File: config.mk
export PLATFORM = sky130hd
export DESIGN_NAME = decode_top
export DESIGN_NICKNAME = d
export VERILOG_FILES = /design/src/design/arm_isa_pkg.sv /design/src/design/arm_pipe_pkg.sv /design/src/design/decode_top.sv /design/src/design/decode_stage.sv /design/src/design/reg_file.sv /design/src/design/operand_shifter.sv /design/src/design/insn_classifier.sv
export SDC_FILE = /design/constraint.sdc
export NUM_CORES = 2
export LEC_CHECK = 0
export ABC_AREA = 1
export BUFFER_PORTS_ARGS = -buffer_cell sky130_fd_sc_hd__buf_4
export CELL_PAD_IN_SITES_DETAIL_PLACEMENT = 1
export CELL_PAD_IN_SITES_GLOBAL_PLACEMENT = 2
export CORE_ASPECT_RATIO = 2
export CORE_MARGIN = 5
export CORE_UTILIZATION = 38
export CTS_CLUSTER_DIAMETER = 150
export DETAILED_ROUTE_END_ITERATION = 6
export GPL_ROUTABILITY_DRIVEN = 0
export MAX_ROUTING_LAYER = met4
export PLACE_DENSITY_LB_ADDON = 0.1
export REMOVE_ABC_BUFFERS = 1
export SLEW_MARGIN = 10
export SYNTH_ARGS = -nofsm -noshare
export SYNTH_HDL_FRONTEND = slang
export SYNTH_SLANG_ARGS = --single-unit
File: constraint.sdc
create_clock -name clk -period 14 [get_ports clk]
set_input_delay 0 -clock clk [delete_from_list [all_inputs] [get_ports clk]]
set_output_delay 0 -clock clk [all_outputs]
set_load 0.02 [all_outputs]
File: src/design/arm_isa_pkg.sv
package arm_isa_pkg;

	// Instruction classes in the order the classifier tests them
	typedef enum logic [4:0] {
		class_mult,          // Multiply and multiply-accumulate
		class_mrs,           // PSR to register
		class_msr,           // Register to whole PSR
		class_msr_flags,     // Register or immediate to PSR flags
		class_swp,           // Atomic swap
		class_bx,            // Branch and exchange
		class_hdata_reg,     // Halfword transfer with register offset
		class_hdata_imm,     // Halfword transfer with immediate offset
		class_ldrstr_undef,  // Register-shifted single transfer is undefined
		class_alu,           // Data processing
		class_ldrstr,        // Single data transfer
		class_ldmstm,        // Block data transfer
		class_branch,        // Branch and branch with link
		class_ldcstc,        // Coprocessor data transfer
		class_cdp,           // Coprocessor data operation
		class_mrcmcr,        // Coprocessor register transfer
		class_swi,           // Software interrupt
		class_undefined
	} insn_class_t;

	typedef enum logic [1:0] {
		shift_lsl = 2'b00,
		shift_lsr = 2'b01,
		shift_asr = 2'b10,
		shift_ror = 2'b11
	} shift_type_t;

	typedef struct packed {
		logic [3:0] cond;
		logic [1:0] group;       // Zero for data processing
		logic imm;               // Operand 2 is a rotated immediate
		logic [3:0] opcode;
		logic set;               // Update the condition flags
		logic [3:0] rn;
		logic [3:0] rd;
		logic [11:0] operand2;
	} dp_view_t;

	typedef struct packed {
		logic [3:0] cond;
		logic [2:0] group;       // Reads 101 for a branch
		logic link;
		logic [23:0] offset;     // Word offset from the read-ahead PC
	} branch_view_t;

	// The same word seen as data processing or as a branch
	typedef union packed {
		dp_view_t dp;
		branch_view_t br;
	} insn_word_t;

	// Operand 2 when it names a shifted register
	typedef struct packed {
		logic [4:0] shift_imm;
		shift_type_t kind;
		logic by_reg;            // Amount comes from Rs
		logic [3:0] rm;
	} op2_reg_t;

	// Operand 2 when it holds an 8-bit immediate and a rotate
	typedef struct packed {
		logic [3:0] rot;
		logic [7:0] imm8;
	} op2_imm_t;

	localparam int cpsr_c_bit = 29;
	localparam logic [31:0] pc_ahead_normal = 32'd8;
	localparam logic [31:0] pc_ahead_regshift = 32'd12;
	localparam logic [3:0] reg_pc = 4'd15;

endpackage
File: src/design/arm_pipe_pkg.sv
package arm_pipe_pkg;

	typedef logic [3:0] reg_addr_t;

	// Registers r0 to r14 live in the register file
	localparam int num_gprs = 15;

	// What the fetch stage hands over for one instruction
	typedef struct packed {
		logic valid;
		arm_isa_pkg::insn_word_t insn;
		logic [31:0] pc;
		logic [31:0] cpsr;
		logic [31:0] spsr;
	} decode_in_t;

	// Operands and status words for the execute stage
	typedef struct packed {
		logic valid;
		logic [31:0] op0;        // Usually Rn or the branch offset
		logic [31:0] op1;        // Usually the second operand
		logic [31:0] op2;        // Third operand such as store data
		logic carry;             // Shifter carry for the flags
		logic [31:0] cpsr;
		logic [31:0] spsr;
	} decode_out_t;

endpackage

File: src/design/decode_top.sv
`timescale 1ns/1ps

module decode_top (
	input logic clk,
	input logic reset,
	input logic stall,
	input arm_pipe_pkg::decode_in_t fetch,
	input logic wr_en,
	input arm_pipe_pkg::reg_addr_t wr_addr,
	input logic [31:0] wr_data,
	output arm_pipe_pkg::decode_out_t issue
);
	import arm_isa_pkg::*;
	import arm_pipe_pkg::*;

	insn_class_t insn_class;
	reg_addr_t rd_addr0;
	reg_addr_t rd_addr1;
	reg_addr_t rd_addr2;
	logic [31:0] rd_data0;
	logic [31:0] rd_data1;
	logic [31:0] rd_data2;
	logic [31:0] shift_operand;
	logic [31:0] shift_amount;
	logic shift_carry_in;
	logic [31:0] shift_result;
	logic shift_carry_out;

	insn_classifier u_insn_classifier (
		.insn       (fetch.insn),
		.insn_class (insn_class)
	);

	operand_shifter u_operand_shifter (
		.insn       (fetch.insn),
		.operand    (shift_operand),
		.reg_amount (shift_amount),
		.carry_in   (shift_carry_in),
		.result     (shift_result),
		.carry_out  (shift_carry_out)
	);

	reg_file u_reg_file (
		.clk      (clk),
		.reset    (reset),
		.rd_addr0 (rd_addr0),
		.rd_addr1 (rd_addr1),
		.rd_addr2 (rd_addr2),
		.rd_data0 (rd_data0),
		.rd_data1 (rd_data1),
		.rd_data2 (rd_data2),
		.wr_en    (wr_en),
		.wr_addr  (wr_addr),
		.wr_data  (wr_data)
	);

	decode_stage u_decode_stage (
		.clk             (clk),
		.reset           (reset),
		.stall           (stall),
		.fetch           (fetch),
		.insn_class      (insn_class),
		.rd_addr0        (rd_addr0),
		.rd_addr1        (rd_addr1),
		.rd_addr2        (rd_addr2),
		.rd_data0        (rd_data0),
		.rd_data1        (rd_data1),
		.rd_data2        (rd_data2),
		.shift_operand   (shift_operand),
		.shift_amount    (shift_amount),
		.shift_carry_in  (shift_carry_in),
		.shift_result    (shift_result),
		.shift_carry_out (shift_carry_out),
		.issue           (issue)
	);

endmodule

File: src/design/decode_stage.sv
`timescale 1ns/1ps

module decode_stage (
	input logic clk,
	input logic reset,
	input logic stall,
	input arm_pipe_pkg::decode_in_t fetch,
	input arm_isa_pkg::insn_class_t insn_class,
	output arm_pipe_pkg::reg_addr_t rd_addr0,
	output arm_pipe_pkg::reg_addr_t rd_addr1,
	output arm_pipe_pkg::reg_addr_t rd_addr2,
	input logic [31:0] rd_data0,
	input logic [31:0] rd_data1,
	input logic [31:0] rd_data2,
	output logic [31:0] shift_operand,
	output logic [31:0] shift_amount,
	output logic shift_carry_in,
	input logic [31:0] shift_result,
	input logic shift_carry_out,
	output arm_pipe_pkg::decode_out_t issue
);
	import arm_isa_pkg::*;
	import arm_pipe_pkg::*;

	insn_word_t insn;
	op2_imm_t op2_imm;
	logic regshift;
	logic [31:0] read_pc;
	logic [31:0] regs0;
	logic [31:0] regs1;
	logic [63:0] rot_pair;
	logic [31:0] rotate_res;
	logic cpsr_carry;
	decode_out_t stage_next;

	assign insn = fetch.insn;
	assign op2_imm = op2_imm_t'(insn.dp.operand2);
	assign cpsr_carry = fetch.cpsr[cpsr_c_bit];

	// The PC has run further ahead when Rs costs an extra read cycle
	assign regshift = (insn_class == class_alu && !insn.dp.imm && insn.dp.operand2[4])
		|| insn_class == class_mrcmcr;
	assign read_pc = fetch.pc + (regshift ? pc_ahead_regshift : pc_ahead_normal);

	assign regs0 = (rd_addr0 == reg_pc) ? read_pc : rd_data0;
	assign regs1 = (rd_addr1 == reg_pc) ? read_pc : rd_data1;

	// Port 2 never carries the PC
	assign shift_operand = regs1;
	assign shift_amount = rd_data2;
	assign shift_carry_in = cpsr_carry;

	// Doubled word shifted right gives the rotate in its low half
	assign rot_pair = {2{24'd0, op2_imm.imm8}} >> {op2_imm.rot, 1'b0};
	assign rotate_res = rot_pair[31:0];

	always_comb
	begin
		rd_addr0 = '0;
		rd_addr1 = '0;
		rd_addr2 = '0;
		case (insn_class)
			class_mult:
			begin
				rd_addr0 = insn.dp.operand2[3:0];   // Rm
				rd_addr1 = insn.dp.operand2[11:8];  // Rs
				rd_addr2 = insn.dp.rd;              // Accumulator Rn sits in the Rd slot
			end
			class_msr, class_msr_flags, class_bx:
				rd_addr0 = insn.dp.operand2[3:0];
			class_swp:
			begin
				rd_addr0 = insn.dp.operand2[3:0];
				rd_addr1 = insn.dp.rn;
			end
			class_hdata_reg, class_alu, class_ldrstr:
			begin
				rd_addr0 = insn.dp.rn;
				rd_addr1 = insn.dp.operand2[3:0];
				rd_addr2 = (insn_class == class_alu) ? insn.dp.operand2[11:8] : insn.dp.rd;
			end
			class_hdata_imm:
			begin
				rd_addr0 = insn.dp.rn;
				rd_addr2 = insn.dp.rd;
			end
			class_ldmstm, class_ldcstc:
				rd_addr0 = insn.dp.rn;
			class_mrcmcr:
				rd_addr0 = insn.dp.rd;
			default:
				rd_addr0 = '0;                      // Nothing to read
		endcase
	end

	always_comb
	begin
		stage_next = '0;
		stage_next.valid = fetch.valid;
		stage_next.cpsr = fetch.cpsr;
		stage_next.spsr = fetch.spsr;
		case (insn_class)
			class_mult, class_hdata_reg:
			begin
				stage_next.op0 = regs0;
				stage_next.op1 = regs1;
				stage_next.op2 = rd_data2;
			end
			class_msr, class_bx, class_mrcmcr:
				stage_next.op0 = regs0;
			class_msr_flags:
				stage_next.op0 = insn.dp.imm ? rotate_res : regs0;
			class_swp:
			begin
				stage_next.op0 = regs0;
				stage_next.op1 = regs1;
			end
			class_hdata_imm:
			begin
				stage_next.op0 = regs0;
				stage_next.op1 = {24'd0, insn.dp.operand2[11:8], insn.dp.operand2[3:0]};
				stage_next.op2 = rd_data2;
			end
			class_alu:
			begin
				stage_next.op0 = regs0;
				stage_next.op1 = insn.dp.imm ? rotate_res : shift_result;
				stage_next.carry = insn.dp.imm ? cpsr_carry : shift_carry_out;
			end
			class_ldrstr:
			begin
				stage_next.op0 = regs0;
				stage_next.op1 = insn.dp.imm ? shift_result : {20'd0, insn.dp.operand2};
				stage_next.carry = insn.dp.imm ? shift_carry_out : cpsr_carry; // I bit inverted here
				stage_next.op2 = rd_data2;
			end
			class_ldmstm:
			begin
				stage_next.op0 = regs0;
				stage_next.op1 = {16'd0, insn.dp.rd, insn.dp.operand2}; // Register list
			end
			class_branch:
				stage_next.op0 = {{6{insn.br.offset[23]}}, insn.br.offset, 2'b00};
			class_ldcstc:
			begin
				stage_next.op0 = regs0;
				stage_next.op1 = {24'd0, op2_imm.imm8};
			end
			default:
				stage_next.op0 = '0;
		endcase
	end

	// Under stall the stage holds and the offered instruction is lost
	always_ff @(posedge clk)
	begin
		if (reset)
			issue <= '0;
		else if (!stall)
			issue <= stage_next;
	end

endmodule

File: src/design/reg_file.sv
`timescale 1ns/1ps

module reg_file (
	input logic clk,
	input logic reset,
	input arm_pipe_pkg::reg_addr_t rd_addr0,
	input arm_pipe_pkg::reg_addr_t rd_addr1,
	input arm_pipe_pkg::reg_addr_t rd_addr2,
	output logic [31:0] rd_data0,
	output logic [31:0] rd_data1,
	output logic [31:0] rd_data2,
	input logic wr_en,
	input arm_pipe_pkg::reg_addr_t wr_addr,
	input logic [31:0] wr_data
);
	import arm_isa_pkg::*;
	import arm_pipe_pkg::*;

	logic [31:0] regs [num_gprs];

	// The PC is not stored here, so index 15 reads as zero
	function automatic logic [31:0] read_reg(reg_addr_t addr);
		if (addr == reg_pc)
			return 32'd0;
		return regs[addr];
	endfunction

	always_ff @(posedge clk)
	begin
		if (reset)
		begin
			for (int i = 0; i < num_gprs; i++)
				regs[i] <= 32'd0;
		end
		else if (wr_en && wr_addr != reg_pc)
			regs[wr_addr] <= wr_data;    // Writes to r15 are dropped
	end

	assign rd_data0 = read_reg(rd_addr0);
	assign rd_data1 = read_reg(rd_addr1);
	assign rd_data2 = read_reg(rd_addr2);

endmodule

File: src/design/operand_shifter.sv
`timescale 1ns/1ps

module operand_shifter (
	input arm_isa_pkg::insn_word_t insn,
	input logic [31:0] operand,
	input logic [31:0] reg_amount,
	input logic carry_in,
	output logic [31:0] result,
	output logic carry_out
);
	import arm_isa_pkg::*;

	op2_reg_t sh;
	logic [7:0] amount;
	logic is_32;
	logic over_32;
	logic is_ror;
	logic fill_bit;
	logic [32:0] st0;
	logic [32:0] st16;
	logic [32:0] st8;
	logic [32:0] st4;
	logic [32:0] st2;
	logic [32:0] st1;
	logic [32:0] lsl_full;

	assign sh = op2_reg_t'(insn.dp.operand2);

	// Only the low byte of Rs counts
	always_comb
	begin
		if (sh.by_reg)
			amount = reg_amount[7:0];
		else if (sh.shift_imm == 5'd0 && (sh.kind == shift_lsr || sh.kind == shift_asr))
			amount = 8'd32;                      // Immediate 0 encodes a shift by 32
		else
			amount = {3'b000, sh.shift_imm};
	end

	assign is_32 = (amount == 8'd32);
	assign over_32 = (amount > 8'd32);
	assign is_ror = (sh.kind == shift_ror);
	assign fill_bit = (sh.kind == shift_asr) && operand[31];

	// The carry rides in bit 0 and picks up the last bit shifted out
	assign st0 = {operand, carry_in};
	assign st16 = amount[4] ? {is_ror ? st0[16:1] : {16{fill_bit}}, st0[32:16]} : st0;
	assign st8 = amount[3] ? {is_ror ? st16[8:1] : {8{fill_bit}}, st16[32:8]} : st16;
	assign st4 = amount[2] ? {is_ror ? st8[4:1] : {4{fill_bit}}, st8[32:4]} : st8;
	assign st2 = amount[1] ? {is_ror ? st4[2:1] : {2{fill_bit}}, st4[32:2]} : st4;
	assign st1 = amount[0] ? {is_ror ? st2[1] : fill_bit, st2[32:1]} : st2;

	assign lsl_full = {carry_in, operand} << amount[4:0];

	always_comb
	begin
		case (sh.kind)
			shift_lsl:
			begin
				if (over_32)
					{carry_out, result} = 33'd0;
				else if (is_32)
					{carry_out, result} = {operand[0], 32'd0};
				else
					{carry_out, result} = lsl_full;
			end
			shift_lsr, shift_asr:
			begin
				if (over_32)
					{carry_out, result} = {fill_bit, {32{fill_bit}}};
				else if (is_32)
					{carry_out, result} = {operand[31], {32{fill_bit}}};
				else
					{result, carry_out} = st1;
			end
			default:
			begin
				if (!sh.by_reg && sh.shift_imm == 5'd0)
					{carry_out, result} = {operand[0], carry_in, operand[31:1]}; // RRX
				else if (amount != 8'd0 && amount[4:0] == 5'd0)
					{carry_out, result} = {operand[31], operand}; // Whole turns
				else
					{result, carry_out} = st1;
			end
		endcase
	end

endmodule

File: src/design/insn_classifier.sv
`timescale 1ns/1ps

module insn_classifier (
	input arm_isa_pkg::insn_word_t insn,
	output arm_isa_pkg::insn_class_t insn_class
);
	import arm_isa_pkg::*;

	// The first matching pattern wins, so the narrow encodings come before the wide ones
	always_comb
	begin
		casez (insn)
			32'b????_0000_00??_????_????_????_1001_????:
				insn_class = class_mult;         // Must be tested before ALU
			32'b????_0001_0?00_1111_????_0000_0000_0000:
				insn_class = class_mrs;
			32'b????_0001_0?10_1001_1111_0000_0000_????:
				insn_class = class_msr;
			32'b????_00?1_0?10_1000_1111_????_????_????:
				insn_class = class_msr_flags;
			32'b????_0001_0?00_????_????_0000_1001_????:
				insn_class = class_swp;
			32'b????_0001_0010_1111_1111_1111_0001_????:
				insn_class = class_bx;
			32'b????_000?_?0??_????_????_0000_1??1_????:
				insn_class = class_hdata_reg;    // Also sits inside the ALU space
			32'b????_000?_?1??_????_????_????_1??1_????:
				insn_class = class_hdata_imm;
			32'b????_011?_????_????_????_????_???1_????:
				insn_class = class_ldrstr_undef; // Must be tested before LDR and STR
			32'b????_00??_????_????_????_????_????_????:
				insn_class = class_alu;
			32'b????_01??_????_????_????_????_????_????:
				insn_class = class_ldrstr;
			32'b????_100?_????_????_????_????_????_????:
				insn_class = class_ldmstm;
			32'b????_101?_????_????_????_????_????_????:
				insn_class = class_branch;
			32'b????_110?_????_????_????_????_????_????:
				insn_class = class_ldcstc;
			32'b????_1110_????_????_????_????_???0_????:
				insn_class = class_cdp;
			32'b????_1110_????_????_????_????_???1_????:
				insn_class = class_mrcmcr;
			32'b????_1111_????_????_????_????_????_????:
				insn_class = class_swi;
			default:
				insn_class = class_undefined;
		endcase
	end

endmodule

==> Word-level counts from Yosys, hierarchy flattened <==
Memories as Yosys holds them, arrays and structs flattened.
Index checks and enable logic that the tools add are counted.
W data, S select, Z words.
{ "totals": {"reg_bits": 162, "output_inout_bits": 162, "latch_bits": 0, "ram_bits": 480, "n_memories": 1, "romBits": 0, "wordCells": 134} }
{ "op_classes": {"n_eq_ne": 36, "reduce_logical": 26, "muxes": 60, "n_shift": 2, "magnitude_cmp": 1, "n_bitwise": 0, "multipliers": 0, "addsub": 1, "n_div": 0} }
{ "mem_list": {"columns": ["memory", "depth", "word_bits", "read_ports", "rd_clocked_by_memory_dff", "write_ports", "line_no", "text"], "rows": [
  ["u_reg_file.regs", 15, 32, 3, 0, 15, "reg_file.sv:19", "logic [31:0] regs [num_gprs];"]
]} }
{ "op_table": {"columns": ["cell", "count"], "rows": [
  ["$mux W32", 17],
  ["$pmux W32 S6", 1],
  ["$mux W33", 5],
  ["$pmux W32 S3", 1],
  ["$pmux W32 S2", 1],
  ["$eq A23 B20 Y1 const B", 2],
  ["$pmux W5 S8", 1],
  ["$shr A40 B5 Y32", 1],
  ["$shl A33 B5 Y33", 1],
  ["$add A32 B32 Y32", 1],
  ["$reduce_or A32 Y1", 1],
  ["$eq A5 B4 Y1 const B", 6],
  ["$pmux W5 S6", 1],
  ["$eq A24 B21 Y1 const B", 1],
  ["$pmux W4 S3", 2],
  ["$eq A5 B3 Y1 const B", 4],
  ["$mux W1", 18],
  ["$eq A4 B4 Y1 const B", 4],
  ["$mux W16", 1],
  ["$mux W8", 2],
  ["$eq A15 B12 Y1 const B", 1],
  ["$logic_not A5 Y1", 3],
  ["$pmux W5 S3", 1],
  ["$eq A14 B12 Y1 const B", 1],
  ["other kinds (29)", 49]
]} }

==> Depth between registers and ports, before layout <==
{ "logic_depth": {"word_depth": 27, "mapped_depth": 53, "depth_no_buf": 52} }

==> Hierarchy <==
From an unflattened synthesis, not the netlist that was laid out.
{ "hier_totals": {"cells_unflattened": 8265, "area_unflattened_um2": 51177.8} }
{ "by_module_without_submodules": {"columns": ["mod", "area_per_inst_um2", "cells_each", "seq_area_each_um2", "instances"], "rows": [
  ["reg_file", 34878.5, 5268, 15374.7, 1],
  ["decode_stage", 10413.7, 1709, 3243.1, 1],
  ["operand_shifter", 5430.2, 1186, 0.0, 1],
  ["insn_classifier", 455.4, 102, 0.0, 1]
]} }

==> Worst setup path after synthesis <==
Ideal clock, no wire load.
{ "synth_timing": {"kind": "in2reg", "start": "in fetch[107] (netlist name)", "end": "reg, netlist name u_decode_stage.issue[116]", "path_stages": 46, "setup_slack_ns": 8.717, "n_path_buf": 1, "arrival_ns": 5.212, "setup_ns": 0.070, "cell_sequence": "buf_2 nor2_1 nand2_1 nor2_1 nand3_1 and3_1 nand2_1 nand2_1 nor2_2 nand2_1 o21ai_0 ha_1 inv_1 ha_1 nor3_1 nand2_1 nor4_1 inv_1 (+10 left out) inv_1 nand2_1 nand3_1 nand2_1 nand2_1 nand2_1 nand3_1 nand2_1 nand2_1 nand3_1 nand2_1 nand2_1 nand2_1 nand2_1 nand2_1 nand2_1 nand2_1 a21oi_1"} }
{ "synth_via": {"elab_chain_len": 22} }
{ "synth_lines": {"columns": ["element", "line_no", "text"], "rows": [
  ["start, declared", "decode_top.sv:7", "input arm_pipe_pkg::decode_in_t fetch,"],
  ["$eq A10 B2 Y1", "insn_classifier.sv:12", "casez (insn)"],
  ["$pmux W5 S3", "insn_classifier.sv:12", null],
  ["$pmux W5 S6", "insn_classifier.sv:12", null],
  ["$eq A5 B4 Y1", null, null],
  ["$logic_and A1 B1 Y1 (2 in series)", "decode_stage.sv:41", "assign regshift = (insn_class == class_alu && !insn.dp.imm && insn.dp.operand2[4])"],
  ["$logic_or A1 B1 Y1", "decode_stage.sv:42", "|| insn_class == class_mrcmcr;"],
  ["$mux W3", "decode_stage.sv:43", "assign read_pc = fetch.pc + (regshift ? pc_ahead_regshift : pc_ahead_normal);"],
  ["$add A32 B32 Y32", "decode_stage.sv:43", null],
  ["(+5 left out)", null, null],
  ["$mux W33", "operand_shifter.sv:49", "assign st4 = amount[2] ? {is_ror ? st8[4:1] : {4{fill_bit}}, st8[32:4]} : st8;"],
  ["$mux W33", "operand_shifter.sv:50", "assign st2 = amount[1] ? {is_ror ? st4[2:1] : {2{fill_bit}}, st4[32:2]} : st4;"],
  ["$mux W33", "operand_shifter.sv:51", "assign st1 = amount[0] ? {is_ror ? st2[1] : fill_bit, st2[32:1]} : st2;"],
  ["$mux W32, on equally long branches", "operand_shifter.sv:80, operand_shifter.sv:71", null],
  ["$mux W32, on equally long branches", "operand_shifter.sv:78, operand_shifter.sv:69", null],
  ["$pmux W32 S2", "operand_shifter.sv:57", "case (sh.kind)"],
  ["$mux W32, on equally long branches", "decode_stage.sv:133, decode_stage.sv:127", null],
  ["$pmux W32 S6 (*)", "decode_stage.sv:102", "case (insn_class)"]
]} }
Every way passes the cells marked *; elsewhere a longest branch is shown, timed or not. The select of a mux whose other input is x is not followed.
A chain may end at the register's enable or synchronous reset.

==> Worst setup path after layout <==
{ "layout_timing": {"start": "in fetch[121] (netlist name)", "end": "reg, netlist name u_decode_stage.issue[99]"} }
{ "layout_via": {"elab_chain_len": 23} }
{ "layout_lines": {"columns": ["element", "line_no"], "rows": [
  ["$eq A5 B5 Y1 (tied with other cells)", "insn_classifier.sv:12"],
  ["$pmux W5 S8", "insn_classifier.sv:12"],
  ["$pmux W5 S3", "insn_classifier.sv:12"],
  ["$pmux W5 S6", "insn_classifier.sv:12"],
  ["$eq A5 B4 Y1", null],
  ["$logic_and A1 B1 Y1 (2 in series)", "decode_stage.sv:41"],
  ["$logic_or A1 B1 Y1", "decode_stage.sv:42"],
  ["$mux W3", "decode_stage.sv:43"],
  ["(+6 left out)", null],
  ["$mux W33", "operand_shifter.sv:49"],
  ["$mux W33", "operand_shifter.sv:50"],
  ["$mux W33", "operand_shifter.sv:51"],
  ["$mux W32, on equally long branches", "operand_shifter.sv:80, operand_shifter.sv:71"],
  ["$mux W32, on equally long branches", "operand_shifter.sv:78, operand_shifter.sv:69"],
  ["$pmux W32 S2", "operand_shifter.sv:57"],
  ["$mux W32, on equally long branches", "decode_stage.sv:133, decode_stage.sv:127"],
  ["$pmux W32 S6 (*)", "decode_stage.sv:102"]
]} }
Marked as above.

==> out/metrics.cfg <==
[grt]
first_global_vias=54660
grt_usage=0.3955
met2_usage=0.5716
grt_pass1_wl_um=374100
antenna_found_initial=12
grt_use_met1=0.4936
grt_max_degree=173
use_met3=0.07327
gr-total-overflow=0
top_usage_layer=met2

[cts]
htreeDepth=3
clk_pin_slew_worst_paths_ns=0.08
cts_made_buffers=71
cts_root_buffer=clkbuf_16
clock-sinks=672
cts_resized=0
cts_buffer_depth=3
tritoncts=done
clock_latency_ns=0.72

[placement]
placed_cells=8511
port_buffers=326
post_dp_cell_area_mm2=0.05056
dpl_worst_slack_ns=5.471
dpl.hpwl_um=162800

[synth]
netlist_top_cells_area=edfxtp_1 (32%), nand2_1 (14%), nand3_1 (10%)
seq_area_frac_synth=0.3927
synth_edf_count=510
syn_area_mm2=0.04726
ys_seq_elements=672
yosysWarnings=0
synth_area_per_cell_um2=6.809
synth_cell_type_count=66
yosys.area.top_type=edfxtp_1
synth_ff_type=edfxtp_1
synth_cells=6941
ys_async_sr_fraction=0
netlist.area_leader.share=0.3240

[final_layout]
design_area_mm2=0.05455
fin_nets=7244
final_layout_size_suffix_gt1_frac=0.09947
syn_to_final_growth_pct=15.43
fin_cells=8808

[floorplanning]
fp.dieW_um=259.4
die-height_um=508.7
pin_count=331
dieArea_mm2=0.1320
fp.coreArea_mm2=0.1239
row_count=183
start_util=0.3815

[worst_setup_path]
endpoint_kind=flip-flop
crit_type=primary input to flip-flop
worstReg2RegStart=u_reg_file.regs[13][2]
worstPathRequired_ns=14.67
rr_worst_depth=23
critPathLaunchType=primary input
startpoint=fetch[121]
max_stage_delay_ns=0.70
cpMostUsedCell=nand2_1
crit_fanout=65
slowest_stage=inv_4
arrival_ns=9.53

[sta]
min_period_over_period=0.6327
worst_slack_ns=5.142
slew_violations=0
max_freq_mhz=112.9
setup_viol_count_final=0
timing.hold.ws_ns=0.03976
max_slew.worst_pin.slew_ns=1.307
finalClockSkew_ns=0.05333
min_period_ns=8.858
slew_headroom=0.1265
hold_violations=0
rsz0062_at_grt=no

[drt]
routed_wl_um=265900
post_drt_wl_per_cell_um=30.19
vias=55000
drt_iter0_drc=6248
drt_first_pass_iters=6
drc=0
ant_nets=0
vias_per_cell=6.244

[hold_path]
hold_depth=2
holdCritPathClass=primary input to flip-flop
min_from=wr_data[16]

[power_and_ir_drop]
power-per-cell-area_mw_per_mm2=127.8
ir_drop_mv=0.1180
leakagePower_nw=22.79
power_mw=6.970

[outcome]
status=complete, no violations

[flow_run]
drv_cap=0

-- power by group --
part / total, mW / switching, mW / leakage [nW] / internal (mW)
Sequential: 2.34 / 0.0763 / 6.20 / 2.27
Clock: 2.07 / 0.932 / 1.18 / 1.13
Combinational: 2.56 / 1.90 / 15.4 / 0.656
Total: 6.97 / 2.91 / 22.8 / 4.06
-- through the flow --
step / TNS (ns) / util
after floorplan: -18.47 / -
after global placement: 0 / 0.4082
after detailed placement: 0 / 0.4082
after CTS: 0 / 0.4401
after global routing: 0 / 0.4403
final: 0 / 0.4404
-- cell usage after synthesis (37+ instances only) --
cell type,n
a21oi_1,463
a31oi_1,42
buf_2,120
buf_4,39
clkbuf_1,346
dfxtp_1,162
edfxtp_1,510
inv_1,455
nand2_1,1778
nand3_1,956
nor2_1,832
o211ai_1,156
o21ai_0,609
o21ai_1,37
-- worst max-delay path, delay by kind of cell --
kind | cells | cell delay (ns)
compound gates | 3 | 0.42
simple gates | 25 | 4.80
buf+inv | 9 | 4.10
-- cell usage in the layout, fill, tap and decap left out, types with 150 or more instances in the layout --
master,Yosys,final
a21oi_1,463,460
buf_4,39,430
dfxtp_1,162,162
dlygate4sd3_1,0,150
edfxtp_1,510,510
inv_1,455,450
nand2_1,1778,1748
nand3_1,956,954
nor2_1,832,828
o211ai_1,156,156
o21ai_0,609,608
-- state kept, by name (all words and copies together) (netlist names) --
name / flops
u_decode_stage.issue: 162
u_reg_file.regs: 510
-- kinds of logic (layout without fill, tap and decap cells) --
family	count (synthesis)	in the layout	synth area share
flops	672	672	0.3927
xor+xnor	21	21	0.003892
other cells	1	45	0.00007935
compound gates	1481	1481	0.1776
mux	7	7	0.001668
fa+ha+maj	6	6	0.001588
simple gates	3713	3713	0.3304
buf+inv	1040	1198	0.09216
-- what timing repair did --
action | CTS | global route
hold buffers | 150 | 0
hold endpoints to repair | 626 | 0
buffers inserted | 0 | 0
-- final timing paths --
| check | to | slack [ns] |
|---|---|---|
| hold / removal | u_reg_file.regs[15][16] | 0.04 |
| setup reg to reg | u_decode_stage.issue[99] | 8.48 |
| hold reg to reg | u_decode_stage.issue[93] | 0.47 |
| setup / recovery | u_decode_stage.issue[99] | 5.14 |
-- cell type report --
class	count	area, um2
Timing Repair Buffer	585	4821
Antenna cell	15	37.54
Clock inverter	33	409.1
Inverter	481	1821
Fill cell	15650	69320
Clock buffer	99	2047
Multi-Input combinational cell	5258	24780
Sequential cell	672	18560
Tap cell	1665	2083
-- routing by layer --
| layer | vias to the layer above | wire, um |
|---|---|---|
| met4 | 0 | 23990 |
| met3 | 971 | 26420 |
| li1 | 23670 | - |
| met5 | - | 0 |
| met2 | 3275 | 112700 |
| met1 | 27080 | 102800 |
Note: power is estimated with default switching activity, not from simulation.
